$ cat src/cu_pkg.sv
`default_nettype none

package cu_pkg;

	//////////////////////////////
	// widths
	//////////////////////////////

	parameter int vertex_size_bits = 32;
	parameter int edge_size_bits   = 32;
	parameter int cu_id_bits       = 8;

	// traffic tagged with this id belongs to the vertex-job generator
	localparam logic [cu_id_bits-1:0] vertex_control_id = '1;

	//////////////////////////////
	// bus lines
	//////////////////////////////

	typedef struct packed {
		logic [31:0]           address;
		logic [cu_id_bits-1:0] cu_id;
		logic [7:0]            tag;
	} cmd_payload_t;

	typedef struct packed {
		logic         valid;
		cmd_payload_t payload;
	} cmd_line_t;

	typedef struct packed {
		logic [cu_id_bits-1:0] cu_id;
		logic [7:0]            tag;
	} response_payload_t;

	typedef struct packed {
		logic              valid;
		response_payload_t payload;
	} response_t;

	typedef struct packed {
		logic [cu_id_bits-1:0] cu_id;
		logic [7:0]            tag;
		logic [63:0]           data;
	} data_payload_t;

	typedef struct packed {
		logic          valid;
		data_payload_t payload;
	} data_line_t;

	typedef struct packed {
		logic alfull;
		logic empty;
	} buffer_status_t;

	// work descriptor
	typedef struct packed {
		logic                        valid;
		logic [vertex_size_bits-1:0] num_vertices;
		logic [edge_size_bits-1:0]   num_edges;
	} wed_t;

	typedef struct packed {
		logic [63:0] var1;
		logic [63:0] var2;
	} cu_configure_t;

	// var1 holds the vertex total, var2 the edge total
	typedef struct packed {
		logic [63:0] var1;
		logic [63:0] var2;
	} cu_return_t;

endpackage

`default_nettype wire

$ cat src/cu_response_router.sv
`timescale 1ns/10ps
`default_nettype none

module cu_response_router
	import cu_pkg::*;
(
	input  wire             clock,
	input  wire             rstn,
	input  wire             enabled,
	input  wire response_t  read_response_q,
	input  wire response_t  write_response_q,
	input  wire data_line_t read_data_0_q,
	input  wire data_line_t read_data_1_q,
	output response_t      vertex_response,
	output response_t      algorithm_response,
	output response_t      algorithm_write_response,
	output data_line_t     vertex_data_0,
	output data_line_t     vertex_data_1,
	output data_line_t     algorithm_data_0,
	output data_line_t     algorithm_data_1
);

	// returns {vertex valid, algorithm valid}
	function automatic logic [1:0] steer(
		input logic                  on,
		input logic                  valid,
		input logic [cu_id_bits-1:0] id
	);
		logic hit;
		hit = (id == vertex_control_id);
		return {on && valid && hit, on && valid && !hit};
	endfunction

	always_ff @(posedge clock or negedge rstn) begin
		if (!rstn) begin
			vertex_response          <= '0;
			algorithm_response       <= '0;
			algorithm_write_response <= '0;
			vertex_data_0            <= '0;
			vertex_data_1            <= '0;
			algorithm_data_0         <= '0;
			algorithm_data_1         <= '0;
		end else begin
			// payload goes to both sides, only one valid is raised
			vertex_response.payload    <= read_response_q.payload;
			algorithm_response.payload <= read_response_q.payload;
			{vertex_response.valid, algorithm_response.valid} <=
				steer(enabled, read_response_q.valid, read_response_q.payload.cu_id);

			vertex_data_0.payload    <= read_data_0_q.payload;
			algorithm_data_0.payload <= read_data_0_q.payload;
			{vertex_data_0.valid, algorithm_data_0.valid} <=
				steer(enabled, read_data_0_q.valid, read_data_0_q.payload.cu_id);

			vertex_data_1.payload    <= read_data_1_q.payload;
			algorithm_data_1.payload <= read_data_1_q.payload;
			{vertex_data_1.valid, algorithm_data_1.valid} <=
				steer(enabled, read_data_1_q.valid, read_data_1_q.payload.cu_id);

			// write responses only ever belong to the algorithm units
			algorithm_write_response.payload <= write_response_q.payload;
			algorithm_write_response.valid   <= enabled && write_response_q.valid;
		end
	end

endmodule

`default_nettype wire

$ cat config.mk
export PLATFORM = sky130hd
export DESIGN_NAME = cu_response_router
export DESIGN_NICKNAME = d
export VERILOG_FILES = /design/src/cu_pkg.sv /design/src/cu_response_router.sv
export SDC_FILE = /design/constraint.sdc
export NUM_CORES = 1
export LEC_CHECK = 0
export BUFFER_PORTS_ARGS = -buffer_cell sky130_fd_sc_hd__buf_4
export CAP_MARGIN = 20
export CORE_AREA = 10 10 215 217
export CTS_CLUSTER_SIZE = 20
export DETAILED_ROUTE_END_ITERATION = 10
export DIE_AREA = 0 0 225 227
export HOLD_SLACK_MARGIN = 0.12
export PLACE_DENSITY = 0.4
export SYNTH_ARGS = -nofsm -noshare
export SYNTH_HDL_FRONTEND = slang
export SYNTH_SLANG_ARGS = --single-unit
export TNS_END_PERCENT = 100
$ cat constraint.sdc
create_clock -name clock -period 0.9 [get_ports clock]
set_input_delay 0.045 -clock clock [delete_from_list [all_inputs] [get_ports clock]]
set_output_delay 0.045 -clock clock [all_outputs]
set_load 0.05 [all_outputs]
Word-level counts from Yosys, hierarchy flattened
Index checks and enable logic that the tools add are counted.

Bits of input ports: 199. Word-level logic and storage cells: 33. Register bits: 199. Output and inout port bits: 375.

Equality and inequality tests: 3. Reductions and logical operators: 13.

Operators with widths (number): $eq 8x8->1 const B (3); $logic_and 1x1->1 (10); $logic_not 1->1 (3).

Depth between registers and ports, before layout
Depth in word-level cells: 3. Depth in mapped cells: 2. Depth with buffers taken out: 2.

Least setup slack after synthesis
OpenSTA, ideal clock, no wires.

Path kind: reg2out. From: register, netlist name algorithm_data_0[0]. To: output port vertex_data_0[0] (netlist name). Stages on the path, launching flop included: 2. Path slack: -31 ps. Arrival: 886 ps. Required time: 855 ps. Path buffers: 1. Cells stage by stage: dfrtp_1 buf_4.

RTL lines: end, declared (RTL line cu_response_router.sv:17) `output data_line_t vertex_data_0,`.

Final worst setup path
From: register algorithm_data_1[77] (netlist name). To: output port algorithm_data_1[77] (netlist name).

RTL lines: start, declared (RTL line cu_response_router.sv:20) `output data_line_t algorithm_data_1`.

No word-level cell between the ends.

==> metrics.md <==
| Metric | Value |
|---|---|
| Num rows | 75 |
| Ports | 574 |
| Syn Area/Cell | 16.37 um^2 |
| Via density per instance | 3.287 |
| Clock sinks | 199 |
| Post-CTS setup repair buffer count | 0 |
| WP depth | 1 |
| Leakage | 6.588 nW |
| Worst path bufs/invs | 1 |
| Slowest-stage cell, CP | dfrtp_2 |
| First-pass GRT wire length | 43080 um |
| Crit-path cells | buf_4 |
| Maximum number of pins on one net before global-route repair | 51 |
| Register area share after synthesis | 77.78% |
| Syn nets | 590 |
| Buffers on Ports | 573 |
| Vias in the first global route | 6396 |
| Layout Nets | 1219 |
| Worst-path clk slew | 0.08 ns |
| DR iter-0 viols | 134 |
| Syn Inst Count | 391 |
| Die Wd | 225 um |
| Via count | 5174 |
| Max Freq | 896.9 MHz |
| Crit share post-route | 123.9% |
| Fin worst setup slack | -0.2149 ns |
| CORE AREA | 41760 um^2 |
| HPWL after DPL | 24350 um |
| Fill cells | 4002 |
| Detail Route Antenna Nets | 0 |
| Antenna violations before repair | 4 |
| Failing checks | setup timing |
| Tmin final | 1.115 ns |
| Endpoint class of the critical path | output pin |
| Clock Path Buffers | 2 |
| Setup crit start kind | flop |
| CTS root buf | clkbuf_16 |
| Global route total overflow | 0 |
| Average wire per standard cell | 19.36 um |
| Setup Viol. Count Final | 375 |
| Relative slew slack | 74.62% |
| Initial DRT Pass Iterations | 4 |
| CTS tree | yes |
| Hold WS | 0.04050 ns |
| Slew at the pin with the worst max-slew slack | 0.3807 ns |
| Slew Limit Fails | 0 |
| Max stage delay on crit path | 0.43 ns |
| Area contributors post-synth | dfrtp_1, buf_4, nand4_1 |
| Worst setup path startpoint | algorithm_data_1[77] |
| Peak VDD IR | 1.610 mV |
| Cell taking the most area after synthesis | dfrtp_1 |
| Mapped Area | 6402 um^2 |
| Chip Height | 227 um |
| Top delay family on crit path | flip-flops |
| Crit path required time | 0.85 ns |
| Gpl congestion | 0.7839 |
| CP max FO | 2 |
| Drt total wl | 30470 um |
| Area share of the largest cell type after synthesis | 77.78% |
| Starting Density | 15.33% |
| Seq. cell area | 5200 um^2 |
| H-tree Lvls | 4 |
| Max cap viols | 0 |
| Clock buffer count from CTS | 17 |
| Total track usage | 11.49% |
| Cts hold-fix bufs | 198 |
| Total negative slack | -67.59 ns |
| Ys Warns | 0 |
| Worst hold path type | input port to async pin |
| Status | finished, violations left |
| Total power | 0.02452 W |
| Multi-input combinational cell area | 101.3 um^2 |
| # DRC | 0 |
| WS Path Type | flop to output pin |
| RSZ-0062 raised after global routing | true |
| Layout cell share with drive strength beyond 1 | 77.06% |
| Area grow syn2layout | 124.3% |
| WP data arrival | 1.07 ns |
| Yosys cell types | 7 |
| Final hold violations | 0 |
| DIE AREA | 51080 um^2 |
| Power per cell area | 1707 nW/um^2 |
| FF+latch count, synth | 199 |
## per-stage QoR
step	utilization, %	cells	area, um^2	worst slack [ns]
final	34.39	1574	14360	-0.2149
after global routing	34.39	1574	14360	-0.2764
after CTS	34.07	1572	14230	-0.2659
after detailed placement	25.11	1342	10480	0.1162
after global placement	25.11	1342	10480	0.1177
after floorplan	-	391	6623	0.1107
## sequential cells by signal, summed over array words and instances, names as in the netlist
name / cells
algorithm_write_response: 17
algorithm_data_0: 81
algorithm_response: 17
vertex_data_0: 1
vertex_response: 1
algorithm_data_1: 9
vertex_data_1: 73
## power by group
part | switching (W) | leakage [nW] | internal [W]
registers | 0.000477 | 2.16 | 0.00946
logic | 0.00411 | 4.15 | 0.00278
clock network | 0.00369 | 0.278 | 0.00399
total | 0.00828 | 6.59 | 0.0162
## what timing repair did
action | 4_1_cts | 5_1_grt
endpoints found under the hold margin | 398 | 10
resized for setup | 315 | 34
setup endpoints to repair | 375 | 375
## layer usage
layer / part of all wire [%] / wire [um] / vias to the layer above / GRT usage, %
li1: - / - / 2299 / -
met1: 34 / 10300 / 2535 / 11.15
met2: 54 / 16350 / 315 / 20.69
met3: 11 / 3396 / 23 / 6.048
met4: 1.3 / 400 / 2 / 3.619
met5: 0.043 / 13 / - / 0
## how the worst max path moves through the flow
stage                                       to  slack (ns)
after CTS                     vertex_data_1[4]       -0.27
final                     algorithm_data_1[77]       -0.21
after global placement    algorithm_data_1[80]        0.12
after floorplan               vertex_data_0[0]        0.11
after detailed placement  algorithm_data_1[80]        0.12
after global routing          vertex_data_1[3]       -0.28
## cells by family (layout without fill, tap and decap cells)
kind of cell | after synthesis | in the layout | share of synthesized area (%)
AO/OA/AOI/OAI | 3 | 3 | 0.4690
buffers and inverters | 176 | 818 | 20.64
flip-flops | 199 | 199 | 77.78
other | 0 | 2 | 0
AND/OR/NAND/NOR | 13 | 13 | 1.114
## area by class of cell
cell class	instances	area share, %
Antenna cell	2	0.03485
Sequential cell	199	36.21
Tap cell	539	4.696
Timing Repair Buffer	786	54.32
Clock inverter	13	0.9583
Clock buffer	19	3.084
Multi-Input combinational cell	16	0.7056
## cell usage in the layout, fill, tap and decap left out
cell,synthesis,routed
buf_6,0,338
buf_4,176,237
dlygate4sd3_1,0,198
dfrtp_2,0,176
dfrtp_1,199,23
clkbuf_16,0,17
buf_12,0,8
nand4_1,6,6
inv_8,0,4
buf_8,0,4
nand2_1,3,3
nor3_1,3,3
o21ba_1,3,3
inv_6,0,3
clkinvlp_4,0,3
diode_2,0,2
clkbuf_8,0,2
and2_2,1,1
clkbuf_1,0,1
clkinv_2,0,1
bufinv_16,0,1
clkinv_4,0,1
## cell usage after synthesis (all sizes together)
cell,instances
and2,1
buf,176
dfrtp,199
nand2,3
nand4,6
nor3,3
o21ba,3
Note: power is estimated with default switching activity, not from simulation.
