## config.mk

```make
export PLATFORM = sky130hd
export DESIGN_NAME = cu_input_stage
export DESIGN_NICKNAME = d
export VERILOG_FILES = /design/src/cu_pkg.sv /design/src/cu_input_stage.sv
export SDC_FILE = /design/constraint.sdc
export NUM_CORES = 1
export LEC_CHECK = 0
export BUFFER_PORTS_ARGS = -buffer_cell sky130_fd_sc_hd__buf_2
export CAP_MARGIN = 30
export CORE_AREA = 2 2 283 285
export CTS_BUF_LIST = sky130_fd_sc_hd__clkbuf_4
export CTS_CLUSTER_SIZE = 24
export DETAILED_ROUTE_END_ITERATION = 10
export DIE_AREA = 0 0 285 287
export GPL_TIMING_DRIVEN = 0
export PLACE_DENSITY_LB_ADDON = 0.05
export SLEW_MARGIN = 5
export SYNTH_ARGS = -nofsm -noshare
export SYNTH_HDL_FRONTEND = slang
export SYNTH_SLANG_ARGS = --single-unit
```

## constraint.sdc

```tcl
create_clock -name clock -period 2.1 [get_ports clock]
set_input_delay 0.105 -clock clock [delete_from_list [all_inputs] [get_ports clock]]
set_output_delay 0.105 -clock clock [all_outputs]
set_load 0.02 [all_outputs]
```

## src/cu_pkg.sv

```systemverilog
`default_nettype none

package cu_pkg;

	//////////////////////////////
	// widths
	//////////////////////////////

	parameter int vertex_size_bits = 32;
	parameter int edge_size_bits   = 32;
	parameter int cu_id_bits       = 8;

	// traffic tagged with this id belongs to the vertex-job generator
	localparam logic [cu_id_bits-1:0] vertex_control_id = '1;

	//////////////////////////////
	// bus lines
	//////////////////////////////

	typedef struct packed {
		logic [31:0]           address;
		logic [cu_id_bits-1:0] cu_id;
		logic [7:0]            tag;
	} cmd_payload_t;

	typedef struct packed {
		logic         valid;
		cmd_payload_t payload;
	} cmd_line_t;

	typedef struct packed {
		logic [cu_id_bits-1:0] cu_id;
		logic [7:0]            tag;
	} response_payload_t;

	typedef struct packed {
		logic              valid;
		response_payload_t payload;
	} response_t;

	typedef struct packed {
		logic [cu_id_bits-1:0] cu_id;
		logic [7:0]            tag;
		logic [63:0]           data;
	} data_payload_t;

	typedef struct packed {
		logic          valid;
		data_payload_t payload;
	} data_line_t;

	typedef struct packed {
		logic alfull;
		logic empty;
	} buffer_status_t;

	// work descriptor
	typedef struct packed {
		logic                        valid;
		logic [vertex_size_bits-1:0] num_vertices;
		logic [edge_size_bits-1:0]   num_edges;
	} wed_t;

	typedef struct packed {
		logic [63:0] var1;
		logic [63:0] var2;
	} cu_configure_t;

	// var1 holds the vertex total, var2 the edge total
	typedef struct packed {
		logic [63:0] var1;
		logic [63:0] var2;
	} cu_return_t;

endpackage

`default_nettype wire

```

## src/cu_input_stage.sv

```systemverilog
`timescale 1ns/10ps
`default_nettype none

module cu_input_stage
	import cu_pkg::*;
(
	input  wire                  clock,
	input  wire                  rstn,
	input  wire                  enabled_in,
	input  wire wed_t            wed_in,
	input  wire cu_configure_t   configure_in,
	input  wire response_t       read_response_in,
	input  wire response_t       write_response_in,
	input  wire data_line_t      read_data_0_in,
	input  wire data_line_t      read_data_1_in,
	input  wire buffer_status_t  read_status_in,
	input  wire buffer_status_t  write_status_in,
	output logic                 enabled,
	output logic                 cu_ready_q,
	output wed_t                 wed_q,
	output logic [63:0]          configure_q,
	output response_t            read_response_q,
	output response_t            write_response_q,
	output data_line_t           read_data_0_q,
	output data_line_t           read_data_1_q,
	output buffer_status_t       write_status_q
);

	// entry 0 is the read buffer, entry 1 the write buffer
	buffer_status_t [1:0] status_q;

	assign write_status_q = status_q[1];

	//////////////////////////////
	// boundary registers
	//////////////////////////////

	always_ff @(posedge clock or negedge rstn) begin
		if (!rstn) begin
			enabled          <= 1'b0;
			wed_q            <= '0;
			read_response_q  <= '0;
			write_response_q <= '0;
			read_data_0_q    <= '0;
			read_data_1_q    <= '0;
			status_q         <= {2{buffer_status_t'{alfull: 1'b0, empty: 1'b1}}};
		end else begin
			enabled                  <= enabled_in;
			wed_q.num_vertices       <= wed_in.num_vertices;
			wed_q.num_edges          <= wed_in.num_edges;
			read_response_q.payload  <= read_response_in.payload;
			write_response_q.payload <= write_response_in.payload;
			read_data_0_q.payload    <= read_data_0_in.payload;
			read_data_1_q.payload    <= read_data_1_in.payload;
			// strobes only pass while the unit is on
			if (enabled) begin
				wed_q.valid            <= wed_in.valid;
				read_response_q.valid  <= read_response_in.valid;
				write_response_q.valid <= write_response_in.valid;
				read_data_0_q.valid    <= read_data_0_in.valid;
				read_data_1_q.valid    <= read_data_1_in.valid;
				status_q               <= {write_status_in, read_status_in};
			end
		end
	end

	// a zero word never overwrites the configuration
	always_ff @(posedge clock or negedge rstn) begin
		if (!rstn) begin
			configure_q <= '0;
			cu_ready_q  <= 1'b0;
		end else begin
			if (|configure_in.var1) begin
				configure_q <= configure_in.var1;
			end
			cu_ready_q <= (|configure_q) && wed_q.valid;
		end
	end

endmodule

`default_nettype wire

```

==> results of run 1 <==
[kinds of logic after synthesis]
family / after synthesis / share of synthesized area
DFF: 329 / 0.900
AOI/OAI and AO/OA: 65 / 0.0543
muxes: 7 / 0.00861
buffers and inverters: 7 / 0.00779
and+or+nand+nor: 41 / 0.0297
[per-stage QoR]
| stage | setup TNS [ns] | hold slack, ns | worst slack, ns |
|---|---|---|---|
| floorplan | 0 | -0.191 | 0.610 |
| global placement | -2131.80 | 0.213 | -6.49 |
| detailed placement | -18.30 | 0.107 | -0.316 |
[synthesized netlist by cell type]
| cell type | count |
|---|---|
| a21o_1 | 60 |
| o41a_1 | 1 |
| clkbuf_1 | 1 |
| mux2_2 | 7 |
| a21o_2 | 4 |
| dfrtp_1 | 328 |
| nor4_4 | 1 |
| nand4_1 | 8 |
| buf_6 | 6 |
| dfstp_2 | 1 |
| nor4_1 | 32 |
==> results.json, run 1 <==
{
  "firstError": "[ERROR RSZ-0060] Max buffer count reached.",
  "synth_cell_types": 11,
  "syn_inst": 449,
  "initial_core_util": 0.116,
  "yosys_warnings": 0,
  "numPortBuffers": 658,
  "stop_stage": "4_1_cts",
  "status": "did not finish",
  "cts_hold_buffers": 467,
  "synth.top_cell.area_share": 0.897,
  "cts-htree-levels": 3,
  "dpl.hpwl_mm": 33.4,
  "row_count": 103,
  "dp.cells": 2160,
  "clkSinkCount": 329,
  "gp_congestion": 0.734,
  "ios": 725,
  "post_cts.repair.setup_buffers": 0,
  "cts_resized": 0,
  "die_x_microns": 285,
  "cts-root-buf": "clkbuf_4",
  "yosysSeqAreaShare": 0.900,
  "synth.largest_area_cell": "dfrtp_1",
  "die_h_microns": 287,
  "clockBufferDepth": 3,
  "cts_buffers": 104,
  "synth-seq-cells": 329,
  "placed_cell_area_sq_mm": 0.0139,
  "syn_nets": 845,
  "syn_area_per_cell_sq_um": 20.4,
  "netlist_area_sq_mm": 0.00915,
  "synth_area_leaders": "dfrtp_1, a21o_1, nor4_1"
}
==> run 2, diff against run 1 <==
Settings changed: CORE_AREA 2 2 283 285 to 2 2 279 281, CTS_BUF_LIST sky130_fd_sc_hd__clkbuf_4 to default, CTS_CLUSTER_SIZE 24 to default, DIE_AREA 0 0 285 287 to 0 0 281 283, PLACE_DENSITY_LB_ADDON 0.05 to 0.15.
==> results.json, run 2 <==
{
  "netlist_area_sq_mm": 0.00915,
  "syn2layout_area_growth_pct": 102,
  "yosys_warnings": 0,
  "cp_cell_sequence": "nor4_1, nand4_1, o41a_1",
  "r2r_slack_ns": 0.30,
  "synth_edf_count": 0,
  "synth.largest_area_cell": "dfrtp_1",
  "final_util": 0.241,
  "row_count": 102,
  "vdd_ir_drop_max_uv": 525,
  "cts.clk_slew.worst_paths_ns": 0.06,
  "ios": 725,
  "gp_congestion": 0.757,
  "worst_pin_slew_ns": 0.897,
  "crit_type": "reg2reg",
  "synth-seq-cells": 329,
  "drv_cap": 0,
  "core_sq_mm": 0.0767,
  "cts_tree": "built",
  "hold_viol_final": 0,
  "skew_ns": 0.0208,
  "rsz0062_at_grt": "no",
  "initial_core_util": 0.119,
  "p_leak_nw": 9.08,
  "reg2regPathDepth": 3,
  "drv_slew": 0,
  "fin_hold_ws_ns": 0.0996,
  "r2r_end": "cu_ready_q$_DFF_PN0_",
  "max-slew-margin-rel": 0.396,
  "cts-root-buf": "clkbuf_16",
  "post_drt_wl_per_cell_microns": 15.8,
  "drc": 0,
  "critPathRequiredTime_ns": 2.52,
  "cpMaxStageDelayCell": "o41a_1",
  "final_cell_mix": "buf_2, dlygate4sd3_1, dfrtp_1",
  "cts_resized": 0,
  "clkSinkCount": 329,
  "n_antenna_cell": 0,
  "ys_top_cells_by_count": "dfrtp_1, a21o_1, nor4_1",
  "seq_area_sq_mm": 0.00823,
  "fin_nets": 1881,
  "vias": 8060,
  "grt_max_degree": 104,
  "period_needed_ns": 1.80,
  "crit_path_end_kind": "register",
  "dieArea_sq_mm": 0.0795,
  "synth_area_leaders": "dfrtp_1, a21o_1, nor4_1",
  "hp-class": "in2async",
  "synth.top_cell.area_share": 0.897,
  "max_stage_delay_ns": 0.48,
  "grt_pass1_vias": 9277,
  "yosysSeqAreaShare": 0.900,
  "drive_gt1_frac": 0.493,
  "synth_cell_types": 11,
  "clk_latency_ns": 0.56,
  "fill_cells": 8157,
  "grt_antenna_before_repair": 5,
  "post-place-ws_ns": -0.571,
  "fmax_ghz": 0.555,
  "grt_usage": 0.0989,
  "critPathMaxFanout": 3,
  "crit_path_start_kind": "register",
  "biggestRegsByFlops": "read_data_0_q (81), read_data_1_q (81), wed_q (65)",
  "cellPowerDensity_mw_per_mm2": 859,
  "fin_ws_ns": 0.298,
  "die_x_microns": 281,
  "detail-route-antenna-nets": 0,
  "multi_input_area_sq_um": 847,
  "drtIter0Drc": 162,
  "timing.rr.start": "configure_q[9]$_DFFE_PN0P_",
  "overflow": 0,
  "cts-htree-levels": 2,
  "cts_buffers": 41,
  "syn_area_per_cell_sq_um": 20.4,
  "ys_async_sr_fraction": 1.00,
  "cp_data_arrival_time_ns": 2.22,
  "period_share": 0.858,
  "dpl.hpwl_mm": 31.1,
  "grt_pass1_wl_mm": 58.5,
  "synthMostInstantiatedCell": "dfrtp_1",
  "synth_ff_type": "dfrtp_1",
  "dr.pass1.iters": 4,
  "layout_commonest_cell": "buf_2",
  "syn_nets": 845,
  "wirelength_mm": 40.3,
  "numPortBuffers": 658,
  "setup_viol": 0,
  "drt-vias-per-instance": 3.16,
  "die_h_microns": 283,
  "clockBufferDepth": 3,
  "status": "finished, final reports clean",
  "syn_inst": 449
}
## run 2: cell counts after synthesis
No cell type changed its count.
## run 2: what timing repair did
| item | CTS | global route |
|---|---|---|
| endpoints found under the hold margin | 475 | 0 |
| hold buffers | 329 | 0 |
| setup endpoints to repair | 0 | 60 |
| setup buffers | 0 | 1 |
## run 2: cell families after synthesis
kind of cell | Yosys count | synth area share
AND/OR/NAND/NOR | 41 | 0.0297
AO/OA/AOI/OAI | 65 | 0.0543
multiplexers | 7 | 0.00861
flip-flops | 329 | 0.900
buffers and inverters | 7 | 0.00779
## run 2: worst max path at each step
stage                                       end  slack (ns)  cells after the start                        from
global route               cu_ready_q$_DFF_PN0_        0.19                      3  configure_q[9]$_DFFE_PN0P_
CTS                 configure_q[39]$_DFFE_PN0P_       0.004                      7            configure_in[93]
detailed placement  configure_q[41]$_DFFE_PN0P_       -0.57                      6            configure_in[75]
finish                     cu_ready_q$_DFF_PN0_        0.30                      3  configure_q[9]$_DFFE_PN0P_
global placement    configure_q[38]$_DFFE_PN0P_       -5.88                      1                        rstn
floorplan           configure_q[11]$_DFFE_PN0P_        0.61                      5           configure_in[121]
## run 2: worst max-delay path, delay by kind of cell (launching register included)
| family | cells | cell delay, ns |
|---|---|---|
| flip-flops | 1 | 0.41 |
| AND/OR/NAND/NOR | 2 | 0.79 |
| AO/OA/AOI/OAI | 1 | 0.48 |
## run 2: stage by stage
step                      total power, W  area (sq um)  cells  setup TNS (ns)
final                             0.0159         18500   2552               0
after global routing              0.0167         18500   2552               0
after CTS                         0.0163         18500   2551               0
after detailed placement         0.00839         13800   2152          -34.46
after global placement           0.00837         13700   2147        -1963.10
after floorplan                  0.00742          9150    449               0
## run 2: layout make-up
class	instances	share of cell area
Buffer	7	0.00385
Clock buffer	55	0.0626
Clock inverter	15	0.0108
Multi-Input combinational cell	113	0.0457
Sequential cell	329	0.445
Tap cell	1040	0.0703
Timing Repair Buffer	993	0.362
## run 2: metal layers
layer,vias to the layer above,track usage,share of wire
li1,3630,-,-
met3,74,0.0379,0.092
met5,-,0,0.00077
met4,4,0.0385,0.034
met2,390,0.181,0.52
met1,3962,0.0999,0.35
## run 2: report_power, final
part / total, W / switching, W / internal [W] / leakage, nW
sequential: 0.00681 / 0.000139 / 0.00667 / 3.83
clock: 0.00718 / 0.00282 / 0.00436 / 0.669
combinational: 0.00191 / 0.00100 / 0.000911 / 4.58
No activity file was read; power rests on OpenSTA's default activity.
