===== src/cu_pkg.sv =====
`default_nettype none

package cu_pkg;

	//////////////////////////////
	// widths
	//////////////////////////////

	parameter int vertex_size_bits = 32;
	parameter int edge_size_bits   = 32;
	parameter int cu_id_bits       = 8;

	// traffic tagged with this id belongs to the vertex-job generator
	localparam logic [cu_id_bits-1:0] vertex_control_id = '1;

	//////////////////////////////
	// bus lines
	//////////////////////////////

	typedef struct packed {
		logic [31:0]           address;
		logic [cu_id_bits-1:0] cu_id;
		logic [7:0]            tag;
	} cmd_payload_t;

	typedef struct packed {
		logic         valid;
		cmd_payload_t payload;
	} cmd_line_t;

	typedef struct packed {
		logic [cu_id_bits-1:0] cu_id;
		logic [7:0]            tag;
	} response_payload_t;

	typedef struct packed {
		logic              valid;
		response_payload_t payload;
	} response_t;

	typedef struct packed {
		logic [cu_id_bits-1:0] cu_id;
		logic [7:0]            tag;
		logic [63:0]           data;
	} data_payload_t;

	typedef struct packed {
		logic          valid;
		data_payload_t payload;
	} data_line_t;

	typedef struct packed {
		logic alfull;
		logic empty;
	} buffer_status_t;

	// work descriptor
	typedef struct packed {
		logic                        valid;
		logic [vertex_size_bits-1:0] num_vertices;
		logic [edge_size_bits-1:0]   num_edges;
	} wed_t;

	typedef struct packed {
		logic [63:0] var1;
		logic [63:0] var2;
	} cu_configure_t;

	// var1 holds the vertex total, var2 the edge total
	typedef struct packed {
		logic [63:0] var1;
		logic [63:0] var2;
	} cu_return_t;

endpackage

`default_nettype wire


===== src/cu_done_tracker.sv =====
`timescale 1ns/10ps
`default_nettype none

module cu_done_tracker
	import cu_pkg::*;
(
	input  wire                        clock,
	input  wire                        rstn,
	input  wire                        enabled,
	input  wire                        cu_ready_q,
	input  wire wed_t                  wed_q,
	input  wire [63:0]                 configure_q,
	input  wire [vertex_size_bits-1:0] vertex_done_count,
	input  wire [vertex_size_bits-1:0] vertex_filtered_count,
	input  wire [edge_size_bits-1:0]   edge_done_count,
	output cu_return_t                 cu_return,
	output logic                       cu_done,
	output logic [63:0]                cu_status
);

	logic [vertex_size_bits-1:0] vertex_done_q;
	logic [vertex_size_bits-1:0] filtered_q;
	logic [edge_size_bits-1:0]   edge_done_q;
	logic [vertex_size_bits-1:0] vertex_total;
	logic [edge_size_bits-1:0]   edge_total;
	cu_return_t                  return_q;
	logic                        done_q;

	always_ff @(posedge clock or negedge rstn) begin
		if (!rstn) begin
			vertex_done_q <= '0;
			filtered_q    <= '0;
			edge_done_q   <= '0;
			vertex_total  <= '0;
			edge_total    <= '0;
			return_q      <= '0;
			done_q        <= 1'b0;
			cu_return     <= '0;
			cu_done       <= 1'b0;
			cu_status     <= '0;
		end else begin
			if (enabled) begin
				vertex_done_q <= vertex_done_count;
				filtered_q    <= vertex_filtered_count;
				edge_done_q   <= edge_done_count;
				// filtered vertices count as processed
				vertex_total  <= vertex_done_q + filtered_q;
				edge_total    <= edge_done_q;
				cu_return     <= return_q;
				cu_done       <= done_q;
				cu_status     <= configure_q;
			end
			if (cu_ready_q) begin
				return_q.var1 <= 64'(vertex_total);
				return_q.var2 <= 64'(edge_total);
				done_q        <= (wed_q.num_vertices == vertex_total) &&
					(wed_q.num_edges == edge_total);
			end
		end
	end

endmodule

`default_nettype wire


===== config.mk =====
export PLATFORM = sky130hd
export DESIGN_NAME = cu_done_tracker
export DESIGN_NICKNAME = d
export VERILOG_FILES = /design/src/cu_pkg.sv /design/src/cu_done_tracker.sv
export SDC_FILE = /design/constraint.sdc
export NUM_CORES = 1
export LEC_CHECK = 0
export ABC_AREA = 1
export BUFFER_PORTS_ARGS = -buffer_cell sky130_fd_sc_hd__buf_2
export CORE_AREA = 3 3 224 226
export DETAILED_ROUTE_END_ITERATION = 8
export DIE_AREA = 0 0 227 229
export GPL_TIMING_DRIVEN = 0
export PLACE_DENSITY = 0.55
export SYNTH_ARGS = -nofsm -noshare
export SYNTH_HDL_FRONTEND = slang
export SYNTH_SLANG_ARGS = --single-unit

===== constraint.sdc =====
create_clock -name clock -period 2 [get_ports clock]
set_input_delay 0.5 -clock clock [delete_from_list [all_inputs] [get_ports clock]]
set_output_delay 0.5 -clock clock [all_outputs]
set_load 0.05 [all_outputs]

**After elaboration in Yosys (flattened, before gate mapping)**

Index checks and enable logic that the tools add are counted.

- Register bits: 354
- Bits in latches: 0
- RAM bits: 0
- Memory bits (read-only): 0
- Input port bits: 229
- Output and inout port bits: 193
- Word-level logic and storage cells: 16
- Memories kept: 0

- Add/sub/neg operators: 1
- Multipliers: 0
- Divide/modulo/power cells: 0
- Order comparisons: 0
- Eq/ne operators: 2
- Shifts and indexed selects: 0
- Muxes and demuxes: 0
- Bitwise gates (word level): 0
- Reduce and logical (&&, ||, !) cells: 1

Operator list:

| cell | number |
|---|---|
| 32-bit == test | 2 |
| 32-bit adder | 1 |
| 1-bit logical AND | 1 |

**Longest topological paths before layout**

Gate-level depths: netlist of run 1.

- Depth after elaboration: 2
- Gate-level depth with buffers: 12
- Depth with buffers taken out: 12

**Worst setup path before layout of run 1**

No wires, ideal clock.

- Kind: register to register
- Start point: register vertex_done_q[0]
- End point: register vertex_total[20]
- Library setup time: 0.126 ns
- Data arrival time: 1.691 ns
- Data required time: 1.874 ns
- Slack: 0.183 ns
- Cell stages (with the launch flop): 11
- Buffers on the path: 0
- Period minus slack after synthesis: 1.817 ns
- Cells stage by stage: dfrtp_1 -> ha_1 -> fa_1 -> nand3_1 -> nand3_1 -> nand3_1 -> nand3_1 -> nand2_1 -> nand3_1 -> nand3_1 -> o21ai_0

- Word-level cells in the longest chain between the ends: 1

RTL lines:

| element | RTL line | RTL |
|---|---|---|
| from (decl) | cu_done_tracker.sv:21 | `logic [vertex_size_bits-1:0] vertex_done_q;` |
| from (signal assigned) | cu_done_tracker.sv:43 | `vertex_done_q <= vertex_done_count;` |
| 32-bit adder | cu_done_tracker.sv:47 | `vertex_total <= vertex_done_q + filtered_q;` |
| to (signal assigned) | cu_done_tracker.sv:47 |  |
| to (decl) | cu_done_tracker.sv:24 | `logic [vertex_size_bits-1:0] vertex_total;` |

Every way passes these cells.
A chain may end at the register's enable or synchronous reset.

**Worst setup path after layout of run 1**

- Start point: register vertex_done_q[0]
- End point: register vertex_total[12]

Same word-level chain as after synthesis.

==> flow_summary.json, run 1 <==
{
  "layout_commonest_cell": "nand2_1",
  "tightest_slew_ns": 0.8158,
  "mostFrequentLayoutCells": "1169 x nand2_1, 380 x buf_2, 354 x dfrtp_1, 164 x inv_1, 78 x o21ai_0",
  "synth_largest_area_cell": "dfrtp_1",
  "place_ws_ns": -0.2606,
  "drt-initial-drc-count": 855,
  "fin_crit_sh": 0.9721,
  "worstHoldPathType": "in -> reg",
  "regToRegSetupSlack_ns": 0.06,
  "critPathKind": "reg -> reg",
  "critical_path.cell_chain": "ha_4 > fa_2 > nand3_2 > nand3_4 > nand3_1 > nand3_2 > xnor2_1 > o21ai_0",
  "antenna_found_initial": 2,
  "powerDensity_mw_per_mm2": 1003,
  "status": "completed",
  "min_to": "vertex_done_q[21]",
  "fin_total_pwr_w": 0.02143,
  "cts.sinks": 354,
  "grtUsageTotal": 0.1959,
  "clk_pin_slew_worst_paths_ns": 0.06,
  "drc": 0,
  "start_kind": "flop",
  "syn_area_mm2": 0.01683,
  "wl_per_cell_um": 15.64,
  "worst_path_max_delay_cell": "fa_2",
  "hold_depth": 3,
  "min_period_ns": 1.944,
  "yosysSeqAreaShare": 0.5265,
  "path_buf_inv": 0,
  "setup_violations": 0,
  "max_freq_mhz": 514.3,
  "ys_types": 31,
  "layout-drive-gt1-share": 0.2194,
  "cpMostUsedCell": "nand3_2",
  "hold_violations": 0,
  "dr.pass1.iters": 5,
  "vias": 14554,
  "clk_path_buf_depth": 3,
  "rsz0062_at_grt": "true",
  "rr_worst_depth": 8,
  "slew_viol_final": 0,
  "numCtsBuffers": 41,
  "drv_cap": 0,
  "ir_drop_uv": 576.1,
  "worstPathMaxFanout": 5,
  "finalClockSkew_ns": 0.02069,
  "cts_root_buffer": "clkbuf_16",
  "io_buffer_count": 355,
  "grt_pass1_wl_mm": 79.60,
  "clock_latency_ns": 0.57,
  "num-nets-final": 2910,
  "worst_setup_path_end_kind": "flop",
  "setup_slack_ns": 0.05571,
  "place_hpwl_mm": 40.76,
  "tritoncts": "built",
  "syn_inst": 2182,
  "start_util": 0.3466,
  "overflow": 0,
  "r2r_start": "vertex_done_q[0]",
  "ys_ff_latch": 354,
  "grt_start_max_net_pins": 119,
  "ys_top_cells_by_area": "dfrtp_1 53%, nand2_1 26%, inv_1 3.7%, buf_4 2.9%, o21ai_0 2.3%",
  "holdWs_ns": 0.1278,
  "area_growth_pct": 26.93,
  "drt-vias-per-instance": 4.406,
  "drt_wl_total_mm": 51.64,
  "dieWidth_um": 227,
  "leakagePower_nw": 12.13,
  "r2r_end": "vertex_total[12]",
  "h-tree-depth": 2,
  "crit_arrival_ns": 2.38,
  "yosysWarnings": 0,
  "grt_pass1_vias": 14336,
  "crit_family": "adder cells",
  "die-area_mm2": 0.05198,
  "ant_nets": 0,
  "avgSynthCellArea_um2": 7.711,
  "relSlewSlack": 0.4561,
  "core_mm2": 0.04855,
  "gp_congestion": 0.9010,
  "num_io_pins": 422,
  "die_h_um": 229,
  "rows": 81,
  "synth_top_area_frac": 0.5265,
  "worstPathRequired_ns": 2.44,
  "crit_path_max_incr_delay_ns": 0.42,
  "hp-start": "vertex_done_count[21]"
}
[report_power, final]
| group | internal [W] | switching [W] |
|---|---|---|
| Sequential | 0.00813 | 0.000686 |
| Clock | 0.00431 | 0.00304 |
| Combinational | 0.00158 | 0.00369 |
[per-stage QoR]
step                      std cells  area (um2)  utilization  setup TNS [ns]
after floorplan                2245       17060            -               0
after global placement         3222       19620       0.4041        -2294.23
after detailed placement       3225       19710       0.4060          -12.74
after CTS                      3296       21050       0.4337               0
after global routing           3298       21350       0.4397         -0.1353
final                          3303       21360       0.4400               0
[synthesized netlist by cell type (all sizes together)]
| library cell | count |
|---|---|
| conb | 1 |
| nand3b | 2 |
| nand4 | 6 |
| nor4 | 1 |
| clkbuf | 37 |
| xor2 | 4 |
| a21oi | 23 |
| nand3 | 55 |
| or2 | 4 |
| inv | 165 |
| fa | 1 |
| nor3 | 5 |
| clkinv | 1 |
| xnor2 | 37 |
| o21ai | 84 |
| o22ai | 8 |
| buf | 105 |
| and2 | 1 |
| dfrtp | 354 |
| ha | 31 |
| nor2 | 67 |
| nand2 | 1186 |
| o21bai | 3 |
| a21o | 1 |
[layout make-up]
type	instances	area (um2)
inverters	166	623.1
well taps	622	778.2
fillers	5008	27190
diodes	5	12.51
clock inverters	13	156.4
clock buffers	57	1156
plain buffers	142	809.5
flip-flops and latches	354	8859
multi-input cells	1583	7047
repair buffers	361	1917
[state kept, by name (all words and copies together), names as in the netlist]
register	flops
vertex_done_q	32
edge_done_q	32
cu_return	64
edge_total	32
filtered_q	32
vertex_total	32
cu_done	1
cu_status	64
done_q	1
return_q	64
[metal layers]
| layer | GRT usage | up-vias | share of wire |
|---|---|---|---|
| li1 | - | 7459 | - |
| met3 | 0.03127 | 66 | 0.049 |
| met4 | 0.05040 | 2 | 0.023 |
| met2 | 0.3197 | 318 | 0.47 |
| met5 | 0 | - | 0.00025 |
| met1 | 0.2723 | 6709 | 0.46 |
[cell families (layout without fill, tap and decap cells)]
family	count (synthesis)	after routing	synth area share
AOI/OAI and AO/OA	119	119	0.03659
xor gates and xnor gates	41	41	0.02134
adders and majority gates	32	32	0.02424
buffers and inverters	308	739	0.08514
DFF	354	354	0.5265
other	1	69	0.0002229
and+or+nand+nor	1327	1327	0.3060
[tightest hold or removal path, cell delays in order]
cell     delay (ns)
buf_2          0.07
nand2_1        0.04
nand2_1        0.05
[repair_timing]
| action | CTS | global route |
|---|---|---|
| endpoints found under the setup margin | 9 | 133 |
| endpoints found under the hold margin | 82 | 0 |
| buffers inserted | 0 | 1 |
| gates resized for setup | 5 | 61 |
| hold buffers | 1 | 0 |
| pin swaps | 0 | 4 |
| gates cloned | 0 | 1 |
[worst max path at each step]
stage / startpoint / end / slack [ns] / depth (start not counted)
detailed placement: vertex_done_q[0] / vertex_total[28] / -0.26 / 10
global placement: rstn / filtered_q[12] / -6.50 / 1
global route: filtered_q[0] / vertex_total[20] / -0.04 / 11
floorplan: vertex_done_q[0] / vertex_total[20] / 0.18 / 10
finish: vertex_done_q[0] / vertex_total[12] / 0.06 / 8
CTS: vertex_done_q[0] / vertex_total[28] / 0.02 / 10
Power figures use the tool's default switching activity.
==> run 2, diff against run 1 <==
CELL_PAD_IN_SITES_DETAIL_PLACEMENT = 2   (was unset)
CELL_PAD_IN_SITES_GLOBAL_PLACEMENT = 2   (was unset)
CORE_AREA = 3 3 241 243   (was 3 3 224 226)
DIE_AREA = 0 0 244 246   (was 0 0 227 229)
PLACE_DENSITY = 0.78   (was 0.55)
==> run 2 against run 1 <==
Compared with the run above: non-clock buffer count increased by 2; routed wire length rose by 25%; flip-flop and latch count stayed put; via count rose by 5.9%; combinational power rose by 6.3%; sequential power up 0.5%; worst hold slack hardly changed; final cell count grew 4.3%; critical path depth is 2 higher; worst setup slack got worse by 0.0069 ns; final area is 1.8% higher; critical path type unchanged.
==> flow_summary.json, run 2 (synthesis results as in run 1) <==
{
  "status": "completed",
  "ant_nets": 0,
  "layout-drive-gt1-share": 0.2266,
  "layout_commonest_cell": "nand2_1",
  "drv_cap": 0,
  "gp_congestion": 0.8435,
  "drc": 0,
  "worstHoldPathType": "in -> reg",
  "clock_latency_ns": 0.58,
  "r2r_end": "vertex_total[16]",
  "die-area_mm2": 0.06002,
  "numCtsBuffers": 43,
  "finalClockSkew_ns": 0.02499,
  "io_buffer_count": 355,
  "rsz0062_at_grt": "true",
  "cts_root_buffer": "clkbuf_16",
  "mostFrequentLayoutCells": "1166 x nand2_1, 380 x buf_2, 354 x dfrtp_1, 164 x inv_1, 77 x o21ai_0",
  "setup_slack_ns": 0.04884,
  "wl_per_cell_um": 18.74,
  "place_ws_ns": -0.4253,
  "dr.pass1.iters": 5,
  "critical_path.cell_chain": "ha_4 > fa_2 > nand3_2 > nand3_4 > nand2_2 > nand2_2 > nand2_2 > nand2_2 > xnor2_2 > o21ai_1",
  "dp_cells": 3359,
  "swShare": 0.3544,
  "power_frac_clock": 0.346,
  "pwr-share-seq": 0.401,
  "leakagePower_nw": 12.19,
  "switching_power_w": 0.007839,
  "drt_wl_total_mm": 64.56,
  "path_buf_inv": 0,
  "start_kind": "flop",
  "dieWidth_um": 244,
  "hp-start": "edge_done_count[15]",
  "grt_pass1_vias": 16975,
  "overflow": 0,
  "crit_path_max_incr_delay_ns": 0.41,
  "ir_drop_uv": 509.1,
  "worst_setup_path_end_kind": "flop",
  "grt_pass1_wl_mm": 98.04,
  "cts.sinks": 354,
  "cpMostUsedCell": "nand2_2",
  "p_int_w": 0.01428,
  "min_period_ns": 1.951,
  "rr_worst_depth": 10,
  "grtUsageTotal": 0.2096,
  "tightest_slew_ns": 0.8422,
  "setup_violations": 0,
  "h-tree-depth": 2,
  "worstPathMaxFanout": 3,
  "crit_family": "adder cells",
  "regToRegSetupSlack_ns": 0.05,
  "max_freq_mhz": 512.5,
  "fin_total_pwr_w": 0.02212,
  "num_io_pins": 422,
  "start_util": 0.2996,
  "relSlewSlack": 0.4385,
  "crit_arrival_ns": 2.37,
  "grt_start_max_net_pins": 97,
  "antenna_found_initial": 11,
  "comb_power_share": 0.253,
  "die_h_um": 246,
  "area_growth_pct": 29.22,
  "rows": 87,
  "hold_violations": 0,
  "num-nets-final": 2914,
  "clk_pin_slew_worst_paths_ns": 0.06,
  "powerDensity_mw_per_mm2": 1017,
  "worst_path_max_delay_cell": "dfrtp_1",
  "slew_viol_final": 0,
  "min_to": "edge_done_q[15]",
  "reg_top3": "cu_return: 64 flops, cu_status: 64 flops, return_q: 64 flops",
  "core_mm2": 0.05617,
  "hold_depth": 3,
  "fin_crit_sh": 0.9756,
  "tritoncts": "built",
  "drt-initial-drc-count": 698,
  "r2r_start": "filtered_q[0]",
  "clk_path_buf_depth": 3,
  "final_cells": 3445,
  "drt-vias-per-instance": 4.474,
  "holdWs_ns": 0.1273,
  "vias": 15413,
  "worstPathRequired_ns": 2.42,
  "place_hpwl_mm": 50.20,
  "critPathKind": "reg -> reg"
}
## run 2: cell count changes in the layout (fill, tap and decap cells not counted), moves of 4 or more
cell	change
a21oi_1	-4
a21oi_2	+4
diode_2	+5
ha_2	-5
ha_4	+7
nor2_1	-4
nor2_2	+4
## run 2: how the worst max path moves through the flow
| stage | from | endpoint | cells past startpoint |
|---|---|---|---|
| 6_report | filtered_q[0] | vertex_total[16] | 10 |
| 3_3_place_gp | rstn | filtered_q[11] | 1 |
| 4_1_cts | vertex_done_q[0] | vertex_total[20] | 11 |
| 5_1_grt | vertex_done_q[17] | vertex_total[27] | 10 |
| 2_1_floorplan | vertex_done_q[0] | vertex_total[20] | 10 |
| 3_5_place_dp | vertex_done_q[0] | vertex_total[20] | 11 |
## run 2: area by class of cell
| class | instances | area, um2 |
|---|---|---|
| fillers | 6557 | 34430 |
| flip-flops and latches | 354 | 8859 |
| repair buffers | 363 | 1918 |
| multi-input cells | 1583 | 7214 |
| clock inverters | 10 | 122.6 |
| inverters | 166 | 623.1 |
| well taps | 756 | 945.9 |
| plain buffers | 142 | 809.5 |
| diodes | 10 | 25.02 |
| clock buffers | 61 | 1225 |
## run 2: worst register-to-register path: cells and delay by family (launching register included)
family	cells	cell delay, ns
fa+ha+maj	2	0.59
simple gates	6	0.55
flops	1	0.41
xor+xnor	1	0.19
compound gates	1	0.08
## run 2: through the flow
stage               TNS (ns)  utilization  instance area [um2]
floorplan                  0            -                17060
global placement    -2346.48       0.3522                19790
detailed placement    -20.06       0.3539                19880
CTS                 -0.02906       0.3796                21320
global route         -0.5797       0.3870                21740
finish                     0       0.3871                21740
## run 2: per-layer routing
metal | up-vias | part of all wire | wire length, um | GRT usage
met4 | 0 | 0.032 | 2035 | 0.06848
met3 | 98 | 0.031 | 1993 | 0.03091
li1 | 7447 | - | - | -
met1 | 7609 | 0.43 | 28030 | 0.2644
met2 | 259 | 0.50 | 32500 | 0.3692
met5 | - | 0 | 0 | 0
## run 2: timing repair
| item | CTS | global route |
|---|---|---|
| setup endpoints to repair | 12 | 195 |
| hold buffers | 1 | 0 |
| resized for setup | 16 | 82 |
| hold endpoints to repair | 81 | 0 |
| pin swaps | 4 | 9 |
| buffers inserted | 3 | 1 |
## run 2: power groups by stage
| stage | clock [W] | sequential (W) | combinational [W] |
|---|---|---|---|
| after floorplan | 0 | 0.00991 | 0.00244 |
| after global placement | 0 | 0.00889 | 0.00519 |
| after detailed placement | 0 | 0.00893 | 0.00539 |
| after CTS | 0.00787 | 0.00883 | 0.00548 |
| after global routing | 0.00815 | 0.00898 | 0.00618 |
| final | 0.00765 | 0.00886 | 0.00560 |
